### config.mk
export PLATFORM = sky130hd
export DESIGN_NAME = fp_add_top
export DESIGN_NICKNAME = d
export VERILOG_FILES = /design/src/hw/fp_add_pkg.sv /design/src/hw/fp_add_seq.sv /design/src/hw/fp_unpack.sv /design/src/hw/fp_align.sv /design/src/hw/fp_signed_sum.sv /design/src/hw/fp_normalize.sv /design/src/hw/fp_pack.sv /design/src/hw/fp_add_top.sv
export SDC_FILE = /design/constraint.sdc
export NUM_CORES = 1
export LEC_CHECK = 0
export ABC_AREA = 1
export BUFFER_PORTS_ARGS = -buffer_cell sky130_fd_sc_hd__buf_2
export CORE_ASPECT_RATIO = 0.9
export CORE_UTILIZATION = 55
export CTS_CLUSTER_DIAMETER = 60
export DETAILED_ROUTE_END_ITERATION = 8
export GPL_TIMING_DRIVEN = 0
export PLACE_DENSITY_LB_ADDON = 0.12
export SLEW_MARGIN = 0
export SYNTH_ARGS = -nofsm -noshare
export SYNTH_HDL_FRONTEND = slang
export SYNTH_SLANG_ARGS = --single-unit
### constraint.sdc
create_clock -name sys_clk -period 4.85 [get_ports sys_clk]
set_clock_uncertainty 0.15 [all_clocks]
set_input_delay 0.97 -clock sys_clk [delete_from_list [all_inputs] [get_ports sys_clk]]
set_output_delay 0.97 -clock sys_clk [all_outputs]
set_load 0.01 [all_outputs]
### src/hw/fp_add_pkg.sv
package fp_add_pkg;

    // IEEE-754 single precision field widths
    localparam int EXP_W   = 8;
    localparam int FRAC_W  = 23;
    localparam int MANT_W  = 24;
    // mantissa plus guard, round and sticky
    localparam int ALIGN_W = 27;
    localparam int SUM_W   = 29;

    localparam logic [EXP_W-1:0] EXP_MAX   = 8'd255;
    localparam logic [31:0]      QNAN_WORD = 32'hFFFF_FFFF;
    localparam logic [2:0]       SEQ_LAST  = 3'd7;

    typedef struct packed {
        logic              sign;
        logic [EXP_W-1:0]  exponent;
        logic [FRAC_W-1:0] frac;
    } fp_word_t;

    // mantissa carries the hidden bit, zero for flushed inputs
    typedef struct packed {
        logic              sign;
        logic [EXP_W-1:0]  exponent;
        logic [MANT_W-1:0] mant;
        logic              is_nan;
        logic              is_inf;
    } fp_operand_t;

    typedef struct packed {
        fp_operand_t a;
        fp_operand_t b;
        logic        op;
    } fp_capture_t;

    typedef struct packed {
        logic [ALIGN_W-1:0] mant_a;
        logic [ALIGN_W-1:0] mant_b;
        logic [EXP_W-1:0]   exponent;
    } fp_aligned_t;

    typedef struct packed {
        logic               sign;
        logic [SUM_W-2:0]   mag;
        logic [EXP_W-1:0]   exponent;
    } fp_magnitude_t;

    // exponent kept signed so underflow and overflow stay visible
    typedef struct packed {
        logic               sign;
        logic signed [9:0]  exponent;
        logic [FRAC_W-1:0]  frac;
    } fp_rounded_t;

endpackage

### src/hw/fp_add_seq.sv
`timescale 1ns/1ps

module fp_add_seq (
    input  logic sys_clk,
    input  logic sys_rst_n,
    input  logic trig,
    output logic capture_en,
    output logic finish
);

    logic [2:0] step;
    logic       idle;

    assign idle       = (step == 3'd0);
    // trig only counts while nothing is in flight
    assign capture_en = idle & trig;
    assign finish     = (step == fp_add_pkg::SEQ_LAST);

    always_ff @(posedge sys_clk or negedge sys_rst_n) begin
        if (!sys_rst_n) begin
            step <= 3'd0;
        end else if (capture_en) begin
            step <= 3'd1;
        end else if (finish) begin
            step <= 3'd0;
        end else if (!idle) begin
            step <= step + 3'd1;
        end
    end

endmodule

### src/hw/fp_unpack.sv
`timescale 1ns/1ps

module fp_unpack (
    input  logic                   sys_clk,
    input  logic                   sys_rst_n,
    input  logic                   capture_en,
    input  fp_add_pkg::fp_word_t   data1_in,
    input  fp_add_pkg::fp_word_t   data2_in,
    input  logic                   op,
    output fp_add_pkg::fp_capture_t capture
);

    // split one word and classify it
    function automatic fp_add_pkg::fp_operand_t unpack_word(
        input fp_add_pkg::fp_word_t w
    );
        fp_add_pkg::fp_operand_t o;
        logic                    exp_ones;
        logic                    frac_zero;
        exp_ones   = (w.exponent == fp_add_pkg::EXP_MAX);
        frac_zero  = (w.frac == '0);
        o.sign     = w.sign;
        o.exponent = w.exponent;
        // denormals flush to zero, no hidden bit
        o.mant     = (w.exponent == '0) ? '0 : {1'b1, w.frac};
        o.is_nan   = exp_ones & ~frac_zero;
        o.is_inf   = exp_ones & frac_zero;
        return o;
    endfunction

    fp_add_pkg::fp_capture_t capture_d;

    assign capture_d.a  = unpack_word(data1_in);
    assign capture_d.b  = unpack_word(data2_in);
    assign capture_d.op = op;

    // held for the whole operation, pack reads it at the last step
    always_ff @(posedge sys_clk or negedge sys_rst_n) begin
        if (!sys_rst_n) begin
            capture <= '0;
        end else if (capture_en) begin
            capture <= capture_d;
        end
    end

endmodule

### src/hw/fp_align.sv
`timescale 1ns/1ps

module fp_align (
    input  logic                    sys_clk,
    input  logic                    sys_rst_n,
    input  fp_add_pkg::fp_capture_t capture,
    output fp_add_pkg::fp_aligned_t aligned
);

    localparam int EW      = fp_add_pkg::EXP_W;
    localparam int MW      = fp_add_pkg::MANT_W;
    localparam int FIELD_W = fp_add_pkg::ALIGN_W - 1;

    logic [EW:0]            exp_diff;
    logic [EW:0]            abs_diff;
    logic [EW-1:0]          shift_amt;
    logic [EW-1:0]          exp_big;
    // set when operand b has the smaller (or equal) exponent
    logic                   b_small;
    logic [MW-1:0]          small_mant;
    logic [MW-1:0]          big_mant;
    logic [2*FIELD_W-1:0]   wide;
    logic [FIELD_W-1:0]     shifted;
    logic                   sticky;

    ////////////////////
    // exponent difference

    assign exp_diff = {1'b0, capture.a.exponent} - {1'b0, capture.b.exponent};
    assign abs_diff = exp_diff[EW] ? (~exp_diff + 1'b1) : exp_diff;

    always_ff @(posedge sys_clk or negedge sys_rst_n) begin
        if (!sys_rst_n) begin
            shift_amt <= '0;
            exp_big   <= '0;
            b_small   <= 1'b0;
        end else begin
            shift_amt <= abs_diff[EW-1:0];
            exp_big   <= exp_diff[EW] ? capture.b.exponent : capture.a.exponent;
            b_small   <= ~exp_diff[EW];
        end
    end

    ////////////////////
    // shift smaller mantissa, collect sticky

    always_comb begin
        small_mant = b_small ? capture.b.mant : capture.a.mant;
        big_mant   = b_small ? capture.a.mant : capture.b.mant;
        wide       = {small_mant, 2'b00, {FIELD_W{1'b0}}} >> shift_amt;
        if (shift_amt >= 8'(FIELD_W)) begin
            shifted = '0;
            sticky  = |small_mant;
        end else begin
            shifted = wide[2*FIELD_W-1:FIELD_W];
            sticky  = |wide[FIELD_W-1:0];
        end
    end

    always_ff @(posedge sys_clk or negedge sys_rst_n) begin
        if (!sys_rst_n) begin
            aligned <= '0;
        end else begin
            aligned.mant_a   <= b_small ? {big_mant, 3'b000} : {shifted, sticky};
            aligned.mant_b   <= b_small ? {shifted, sticky} : {big_mant, 3'b000};
            aligned.exponent <= exp_big;
        end
    end

endmodule

### src/hw/fp_signed_sum.sv
`timescale 1ns/1ps

module fp_signed_sum (
    input  logic                      sys_clk,
    input  logic                      sys_rst_n,
    input  fp_add_pkg::fp_capture_t   capture,
    input  fp_add_pkg::fp_aligned_t   aligned,
    output fp_add_pkg::fp_magnitude_t magnitude
);

    localparam int SW = fp_add_pkg::SUM_W;
    localparam int EW = fp_add_pkg::EXP_W;

    logic [SW-2:0] term_a;
    logic [SW-2:0] term_b;
    logic [SW-1:0] sum;
    logic [SW-1:0] sum_neg;
    logic [EW-1:0] exp_d1;
    logic [EW-1:0] exp_d2;

    assign sum_neg = ~sum + 1'b1;

    always_ff @(posedge sys_clk or negedge sys_rst_n) begin
        if (!sys_rst_n) begin
            term_a    <= '0;
            term_b    <= '0;
            sum       <= '0;
            exp_d1    <= '0;
            exp_d2    <= '0;
            magnitude <= '0;
        end else begin
            // two's complement by sign, b also flipped by subtract
            term_a <= capture.a.sign ? (~{1'b0, aligned.mant_a} + 1'b1)
                                     : {1'b0, aligned.mant_a};
            term_b <= (capture.b.sign ^ capture.op) ? (~{1'b0, aligned.mant_b} + 1'b1)
                                                    : {1'b0, aligned.mant_b};
            exp_d1 <= aligned.exponent;
            sum    <= {term_a[SW-2], term_a} + {term_b[SW-2], term_b};
            exp_d2 <= exp_d1;
            // abs value and sign of the sum
            magnitude.sign     <= sum[SW-1];
            magnitude.mag      <= sum[SW-1] ? sum_neg[SW-2:0] : sum[SW-2:0];
            magnitude.exponent <= exp_d2;
        end
    end

endmodule

### src/hw/fp_normalize.sv
`timescale 1ns/1ps

module fp_normalize (
    input  logic                      sys_clk,
    input  logic                      sys_rst_n,
    input  fp_add_pkg::fp_magnitude_t magnitude,
    output fp_add_pkg::fp_rounded_t   rounded
);

    localparam int FW  = fp_add_pkg::FRAC_W;
    // top bit of the magnitude, one above the hidden position
    localparam int TOP = fp_add_pkg::SUM_W - 2;

    logic [4:0]        lead_pos;
    logic              nonzero;
    logic [TOP:0]      shifted;
    logic [FW-1:0]     frac_raw;
    logic              guard;
    logic              rest;
    logic              round_up;
    logic [FW:0]       frac_inc;
    logic signed [9:0] exp_adj;

    ////////////////////
    // leading one, left justify

    always_comb begin
        lead_pos = '0;
        for (int i = 0; i <= TOP; i++) begin
            if (magnitude.mag[i]) begin
                lead_pos = 5'(i);
            end
        end
        nonzero = |magnitude.mag;
        shifted = magnitude.mag << (5'(TOP) - lead_pos);
    end

    ////////////////////
    // nearest even on the four bits below the fraction

    always_comb begin
        frac_raw = shifted[TOP-1:TOP-FW];
        guard    = shifted[TOP-FW-1];
        // sticky from align sits in the lowest bit already
        rest     = |shifted[TOP-FW-2:0];
        round_up = guard & (rest | frac_raw[0]);
        frac_inc = {1'b0, frac_raw} + {{FW{1'b0}}, round_up};
        // bit 27 gives +1, bit 0 gives -26, rounding carry one more
        exp_adj  = $signed({2'b00, magnitude.exponent}) - 10'sd26
                 + $signed({5'b00000, lead_pos})
                 + $signed({9'd0, frac_inc[FW]});
    end

    always_ff @(posedge sys_clk or negedge sys_rst_n) begin
        if (!sys_rst_n) begin
            rounded <= '0;
        end else if (!nonzero) begin
            rounded <= '0;
        end else begin
            rounded.sign     <= magnitude.sign;
            rounded.exponent <= exp_adj;
            rounded.frac     <= frac_inc[FW-1:0];
        end
    end

endmodule

### src/hw/fp_pack.sv
`timescale 1ns/1ps

module fp_pack (
    input  logic                    sys_clk,
    input  logic                    sys_rst_n,
    input  logic                    finish,
    input  fp_add_pkg::fp_capture_t capture,
    input  fp_add_pkg::fp_rounded_t rounded,
    output fp_add_pkg::fp_word_t    data_out,
    output logic                    vld
);

    localparam logic [fp_add_pkg::FRAC_W-1:0] FRAC_ZERO = '0;

    fp_add_pkg::fp_word_t result;
    logic                 eff_sign_b;

    // effective sign of b after the opcode
    assign eff_sign_b = capture.b.sign ^ capture.op;

    always_comb begin
        if (capture.a.is_nan || capture.b.is_nan) begin
            result = fp_add_pkg::QNAN_WORD;
        end else if (capture.a.is_inf && capture.b.is_inf
                     && (capture.a.sign != eff_sign_b)) begin
            result = fp_add_pkg::QNAN_WORD;
        end else if (capture.a.is_inf) begin
            result = {capture.a.sign, fp_add_pkg::EXP_MAX, FRAC_ZERO};
        end else if (capture.b.is_inf) begin
            result = {eff_sign_b, fp_add_pkg::EXP_MAX, FRAC_ZERO};
        end else if (rounded.exponent <= 10'sd0) begin
            // underflow to signed zero
            result = {rounded.sign, 31'd0};
        end else if (rounded.exponent >= $signed({2'b00, fp_add_pkg::EXP_MAX})) begin
            result = {rounded.sign, fp_add_pkg::EXP_MAX, FRAC_ZERO};
        end else begin
            result = {rounded.sign, rounded.exponent[7:0], rounded.frac};
        end
    end

    // result held until the next finish
    always_ff @(posedge sys_clk or negedge sys_rst_n) begin
        if (!sys_rst_n) begin
            data_out <= '0;
            vld      <= 1'b0;
        end else begin
            vld <= finish;
            if (finish) begin
                data_out <= result;
            end
        end
    end

endmodule

### src/hw/fp_add_top.sv
`timescale 1ns/1ps

module fp_add_top (
    input  logic                 sys_clk,
    input  logic                 sys_rst_n,
    input  fp_add_pkg::fp_word_t data1_in,
    input  fp_add_pkg::fp_word_t data2_in,
    input  logic                 op,
    input  logic                 trig,
    output fp_add_pkg::fp_word_t data_out,
    output logic                 vld
);

    logic                      capture_en;
    logic                      finish;
    fp_add_pkg::fp_capture_t   capture;
    fp_add_pkg::fp_aligned_t   aligned;
    fp_add_pkg::fp_magnitude_t magnitude;
    fp_add_pkg::fp_rounded_t   rounded;

    fp_add_seq u_seq (
        .sys_clk    (sys_clk),
        .sys_rst_n  (sys_rst_n),
        .trig       (trig),
        .capture_en (capture_en),
        .finish     (finish)
    );

    fp_unpack u_unpack (
        .sys_clk    (sys_clk),
        .sys_rst_n  (sys_rst_n),
        .capture_en (capture_en),
        .data1_in   (data1_in),
        .data2_in   (data2_in),
        .op         (op),
        .capture    (capture)
    );

    ////////////////////
    // datapath, one stage per cycle

    fp_align u_align (
        .sys_clk   (sys_clk),
        .sys_rst_n (sys_rst_n),
        .capture   (capture),
        .aligned   (aligned)
    );

    fp_signed_sum u_signed_sum (
        .sys_clk   (sys_clk),
        .sys_rst_n (sys_rst_n),
        .capture   (capture),
        .aligned   (aligned),
        .magnitude (magnitude)
    );

    fp_normalize u_normalize (
        .sys_clk   (sys_clk),
        .sys_rst_n (sys_rst_n),
        .magnitude (magnitude),
        .rounded   (rounded)
    );

    fp_pack u_pack (
        .sys_clk   (sys_clk),
        .sys_rst_n (sys_rst_n),
        .finish    (finish),
        .capture   (capture),
        .rounded   (rounded),
        .data_out  (data_out),
        .vld       (vld)
    );

endmodule

# Word-level counts from Yosys, hierarchy flattened

Cells that the tools add are included.

$lt $le $gt $ge: 3
Equal/unequal tests: 5
Add/sub/neg operators: 12
Reduce and logical (&&, ||, !) cells: 12
Bitwise logic cells: 15
Multiplexer cells: 50
Shifts and indexed selects: 2

Operators by type and width:

| operator                                                         | number |
|---|---|
| 5-bit 2-to-1 mux                                                 | 26 |
| 32-bit 2-to-1 mux                                                | 4 |
| 24-bit 2-to-1 mux                                                | 4 |
| 28-bit by 1-bit adder with 28-bit output (second input constant) | 3 |
| 28-bit 2-to-1 mux                                                | 3 |
| 31-bit 2-to-1 mux                                                | 2 |
| 27-bit inverter with 28-bit output                               | 2 |
| 27-bit 2-to-1 mux                                                | 2 |
| 52-bit by 8-bit >> shifter with 52-bit output                    | 1 |
| 23-bit zero test                                                 | 2 |
| 34-bit 2-to-1 mux                                                | 1 |
| 28-bit by 28-bit adder with 29-bit output                        | 1 |
| 28-bit inverter                                                  | 1 |
| 28-bit OR reduction                                              | 1 |
| 28-bit by 5-bit left shift with 27-bit output                    | 1 |
| 26-bit 2-to-1 mux                                                | 1 |
| 26-bit OR reduction                                              | 1 |
| 23-bit by 1-bit adder with 24-bit output                         | 1 |
| 24-bit OR reduction                                              | 1 |
| 8-bit == test (second input constant)                            | 2 |
| 8-bit zero test                                                  | 2 |
| 8-bit 2-to-1 mux                                                 | 2 |
| 10-bit by 2-bit adder with 10-bit output                         | 1 |
| 10-bit by 6-bit adder with 10-bit output                         | 1 |
| other kinds (22)                                                 | 33 |

Word-level logic and storage cells: 132
Flip-flop bits (word level): 358
Output and inout bits: 33
Bits of input ports: 68

# Depth between registers and ports, before layout

Depth after elaboration: 35
Gate-level depth with buffers: 52

# By module

A second synthesis with hierarchy kept.

Cells, all modules: 3,053
Area, all modules: 22,002.4 um^2

By module, submodules not included:

| module        | instances | area each (um^2) | seq. area each (um^2) | cells each |
|---|---|---|---|---|
| fp_signed_sum | 1         | 7,692.4          | 3,453.3               | 973 |
| fp_align      | 1         | 5,462.7          | 1,976.9               | 775 |
| fp_normalize  | 1         | 3,918.8          | 850.8                 | 684 |
| fp_unpack     | 1         | 3,045.4          | 1,776.7               | 368 |
| fp_pack       | 1         | 1,685.4          | 825.8                 | 227 |
| fp_add_seq    | 1         | 197.7            | 75.1                  | 26 |

# Least setup slack after synthesis

No wires, ideal clock.

Path kind: register -> register
From: reg, netlist name u_signed_sum.magnitude[17]
To: reg, netlist name u_normalize.rounded[31]
Clock period less this slack: 4.970 ns
Library setup time: 0.086 ns
Stages on the path, launching flop included: 30
Slack: -0.120 ns
Data arrival time: 4.734 ns
Path through: dfrtp_1 nor4_1 inv_1 nor2_1 o21bai_1 a21oi_1 clkbuf_1 clkbuf_1 ha_1 buf_2 inv_1 clkbuf_1 nand2_1 nand2_2 nand3_1 nor2_4 nand2_1 nor2_4 nand3_1 nor2_1 fa_1 inv_1 fa_1 o31ai_1 nand2_1 a21oi_1 nand2_1 inv_1 a21oi_1 nor3_1

Word-level cells in the longest chain between the ends: 27
Elaborated cells on any way between the ends: 29
Classes of those cells: add/sub: 4; shift: 1; mux: 20; bitwise: 2; reduce/logical: 2

RTL lines:

| element                                       | RTL line           | text |
|---|---|---|
| 5-bit 2-to-1 mux (19 in a row)                | fp_normalize.sv:30 | `if (magnitude.mag[i]) begin` |
| 5-bit subtractor                              | fp_normalize.sv:35 | `shifted = magnitude.mag << (5'(TOP) - lead_pos);` |
| 28-bit by 5-bit left shift with 27-bit output | fp_normalize.sv:35 |  |
| 3-bit OR reduction                            | fp_normalize.sv:45 | `rest = \|shifted[TOP-FW-2:0];` |
| 1-bit bitwise OR                              | fp_normalize.sv:46 | `round_up = guard & (rest \| frac_raw[0]);` |
| 1-bit AND                                     | fp_normalize.sv:46 |  |
| 23-bit by 1-bit adder with 24-bit output      | fp_normalize.sv:47 | `frac_inc = {1'b0, frac_raw} + {{FW{1'b0}}, round_up};` |
| 10-bit by 2-bit adder with 10-bit output      | fp_normalize.sv:51 | `+ $signed({9'd0, frac_inc[FW]});` |
| 34-bit 2-to-1 mux *                           | fp_normalize.sv:57 | `end else if (!nonzero) begin` |

Every way passes the cells marked *; elsewhere a longest branch is shown, timed or not.
A chain may end at the register's enable or synchronous reset.

# Worst setup path in the final report

From: reg, netlist name u_signed_sum.magnitude[10]
To: reg, netlist name u_normalize.rounded[29]

Word-level cells in the longest chain between the ends: 34
Elaborated cells on any way between the ends: 36
Classes of those cells: add/sub: 4; shift: 1; mux: 27; bitwise: 2; reduce/logical: 2

RTL lines:

| element                                       | RTL line |
|---|---|
| 5-bit 2-to-1 mux (26 in a row)                | fp_normalize.sv:30 |
| 5-bit subtractor                              | fp_normalize.sv:35 |
| 28-bit by 5-bit left shift with 27-bit output | fp_normalize.sv:35 |
| 3-bit OR reduction                            | fp_normalize.sv:45 |
| 1-bit bitwise OR                              | fp_normalize.sv:46 |
| 1-bit AND                                     | fp_normalize.sv:46 |
| 23-bit by 1-bit adder with 24-bit output      | fp_normalize.sv:47 |
| 10-bit by 2-bit adder with 10-bit output      | fp_normalize.sv:51 |
| 34-bit 2-to-1 mux *                           | fp_normalize.sv:57 |

Marks and branches as above.

==> reports/qor.txt <==
================================================================================
Clk slew on worst S/H paths .......................................      0.06 ns
Floorplan die width ...............................................       201 um
Number of global-route vias before repair .........................       17,208
Required time at the worst-slack endpoint .........................      5.18 ns
Global-route total usage across every layer .......................        31.1%
Area Growth Syn to Fin ............................................        19.2%
Total Routed Length ...............................................      56.5 mm
Async set-reset flop share out of synthesis .......................         100%
Most common cell in the synthesized netlist .......................      nand2_1
Wirelength per Cell ...............................................      18.0 um
Run status ........................................................ finished, violations left
Number of max-slew violations in the final report .................            0
Maximum clock rate ................................................    0.195 GHz
Worst skew pair latency ...........................................      0.56 ns
Total Negative Setup Slacks .......................................    -0.649 ns
Fin. Hold Viols ...................................................            0
Cell types with the largest area share after synthesis ............ dfrtp_1, nand2_1, o21ai_0
Global-route wire length before repair ............................      89.5 mm
Total iterations of the first detailed-routing run ................            7
Fraction of post-synthesis cell area in the top cell type by area .        45.6%
Maximum root-to-sink buffer count .................................            3
Sink count of the clock tree ......................................          358
Worst rel slew slack ..............................................        40.3%
Critical path peak fanout .........................................            8
Post-synthesis instance area ......................................   19,600 um2
Cell count of the worst hold path .................................            0
Flip-flop cell with the highest count after synthesis .............      dfrtp_1
Worst Path Class, Setup ........................................... flip-flop to flip-flop
Number of synthesized flops with an enable pin ....................            0
Maximum single-stage delay on the critical path ...................      0.40 ns
Core footprint ....................................................   35,100 um2
Element type at the critical path start ...........................    flip-flop
Worst Hold Class .................................................. flip-flop to flip-flop
Dominant cell type by area after synthesis ........................      dfrtp_1
FILL cells ........................................................        2,936
Final period demand of the worst path .............................      5.13 ns
Final #Nets .......................................................        2,763
Number of synthesized register bits ...............................          358
Maximum number of pins on one net before global-route repair ......          127
Clk root buf ......................................................    clkbuf_16
Total global routing overflow .....................................            0
Number of antenna violations at the first check in global routing .            1
Via count .........................................................       17,563
GPL Wtd Cong ......................................................        0.994
Initial cell density of the core ..................................        55.9%
DRC violation count after routing .................................            0
Count of standard-cell rows .......................................           65
Post-route worst setup slack ......................................    -0.279 ns
Worst-margin pin slew .............................................     0.888 ns
Depth of the most critical reg-to-reg path ........................           49
Slowest stage cell, crit path .....................................      dfrtp_1
Endpoint type of the worst setup path .............................    flip-flop
Post-route antenna net violation count ............................            0
Post-synthesis cell type count ....................................           56
Number of port buffers ............................................          100
Max-capacitance violation count ...................................            0
N_diodes ..........................................................            0
Data arrival time at the worst-slack endpoint .....................      5.46 ns
Mean post-synth cell area .........................................     8.01 um2
Register area share after synthesis ...............................        45.6%
Clock buffer count from CTS .......................................           39
TritonCTS clock tree ..............................................         done
Most instantiated cells after synthesis ........................... nand2_1, dfrtp_1, inv_1
Initial detailed-routing violation count ..........................        1,154
Cell with the most instances on the worst path ....................      nand2_1
RSZ-0062 raised after global routing ..............................          yes
Synthesis Warnings ................................................            0
Number of setup violations in the final report ....................            5
Cell count after synthesis ........................................        2,450
Num ports .........................................................          101
Dpl hpwl ..........................................................      43.1 mm
Post-route clock period utilization ...............................         106%
Vert. Die Dim .....................................................       181 um
Violations in the final reports ................................... setup timing
Post-cts hold buffer count ........................................            0
Number of H-tree levels ...........................................            2
Number of vias per cell after detailed routing ....................         5.60
Fraction of final layout cells with drive strength greater than 1 .        16.4%
Nets in the synthesized netlist ...................................        2,572
Overall die area ..................................................   36,500 um2
================================================================================
-- layout make-up --
cell class | count | area, um2 | area share, %
Tap cell | 469 | 587 | 2.51
Clock inverter | 23 | 312 | 1.33
Multi-Input combinational cell | 1688 | 9890 | 42.2
Inverter | 306 | 1150 | 4.91
Timing Repair Buffer | 152 | 997 | 4.26
Sequential cell | 358 | 8960 | 38.3
Clock buffer | 47 | 1060 | 4.51
Buffer | 96 | 462 | 1.97
-- worst max-delay path: cells and delay by family, from the launching register on --
| kind | cells | cell delay (ns) |
|---|---|---|
| and+or+nand+nor | 39 | 2.93 |
| adders and majority gates | 2 | 0.58 |
| AOI/OAI and AO/OA | 3 | 0.52 |
| buffers and inverters | 5 | 0.46 |
| DFF | 1 | 0.40 |
-- layer usage --
| metal | GRT usage (%) | wire, um |
|---|---|---|
| met1 | 39.8 | 23800 |
| met2 | 53.6 | 27600 |
| met3 | 3.93 | 2960 |
| met4 | 12.2 | 2180 |
| met5 | 0 | 13 |
-- metrics by stage --
stage	util, %	std cells	hold slack (ns)	area [um2]	setup WS, ns
floorplan	-	2450	0.181	19600	0.0967
global placement	59.0	3019	0.182	20700	-3.82
detailed placement	59.2	3021	0.185	20800	-1.18
CTS	64.8	3120	0.197	22800	-0.195
global route	66.6	3139	0.200	23400	-0.630
finish	66.6	3139	0.195	23400	-0.279
-- worst paths after layout --
path	to	from	slack (ns)
hold / removal	u_signed_sum.magnitude[1]	u_signed_sum.exp_d2[1]	0.19
min in group asynchronous	u_signed_sum.sum[0]	sys_rst_n	0.32
hold reg to reg	u_signed_sum.magnitude[1]	u_signed_sum.exp_d2[1]	0.19
setup / recovery	u_normalize.rounded[29]	u_signed_sum.magnitude[10]	-0.28
max in group asynchronous	u_unpack.capture[34]	sys_rst_n	3.09
setup reg to reg	u_normalize.rounded[29]	u_signed_sum.magnitude[10]	-0.28
-- state kept, by name (all words and copies together), names as in the netlist --
register / count
u_align.shift_amt: 8
u_unpack.capture: 71
u_normalize.rounded: 34
u_align.b_small: 1
u_signed_sum.magnitude: 37
u_signed_sum.exp_d1: 8
u_signed_sum.term_a: 28
u_signed_sum.sum: 29
u_signed_sum.exp_d2: 8
u_align.aligned: 62
u_pack.vld: 1
u_seq.step: 3
u_signed_sum.term_b: 28
u_pack.data_out: 32
u_align.exp_big: 8
-- logic make-up (layout without fill, tap and decap cells) --
kind of cell,count (synthesis),in the layout,synth area share (%)
XOR/XNOR,126,126,5.62
adder cells (fa/ha/maj),54,54,3.59
AO/OA/AOI/OAI,416,416,11.7
buffers and inverters,404,624,7.95
multiplexers,17,17,0.867
AND/OR/NAND/NOR,1075,1075,24.7
flip-flops,358,358,45.6
-- placed cells by master, fill, tap and decap left out, types with 48 or more instances in the layout --
master	n
buf_4	49
a21oi_1	81
ha_1	50
nand3_1	157
dfrtp_1	357
nand2_1	460
o22ai_1	48
o21ai_0	222
buf_2	104
xor2_1	82
nor2_1	187
inv_1	294
nand3_2	60
clkbuf_1	66
-- timing repair --
item	in CTS	in global routing
setup buffers	27	21
pin swaps	29	48
gates cloned	2	0
endpoints found under the setup margin	10	9
gates resized for setup	82	116
endpoints found under the hold margin	0	0
Power is not shown: default switching activity piles up to over one toggle a cycle in this logic, so the estimate is an artifact.
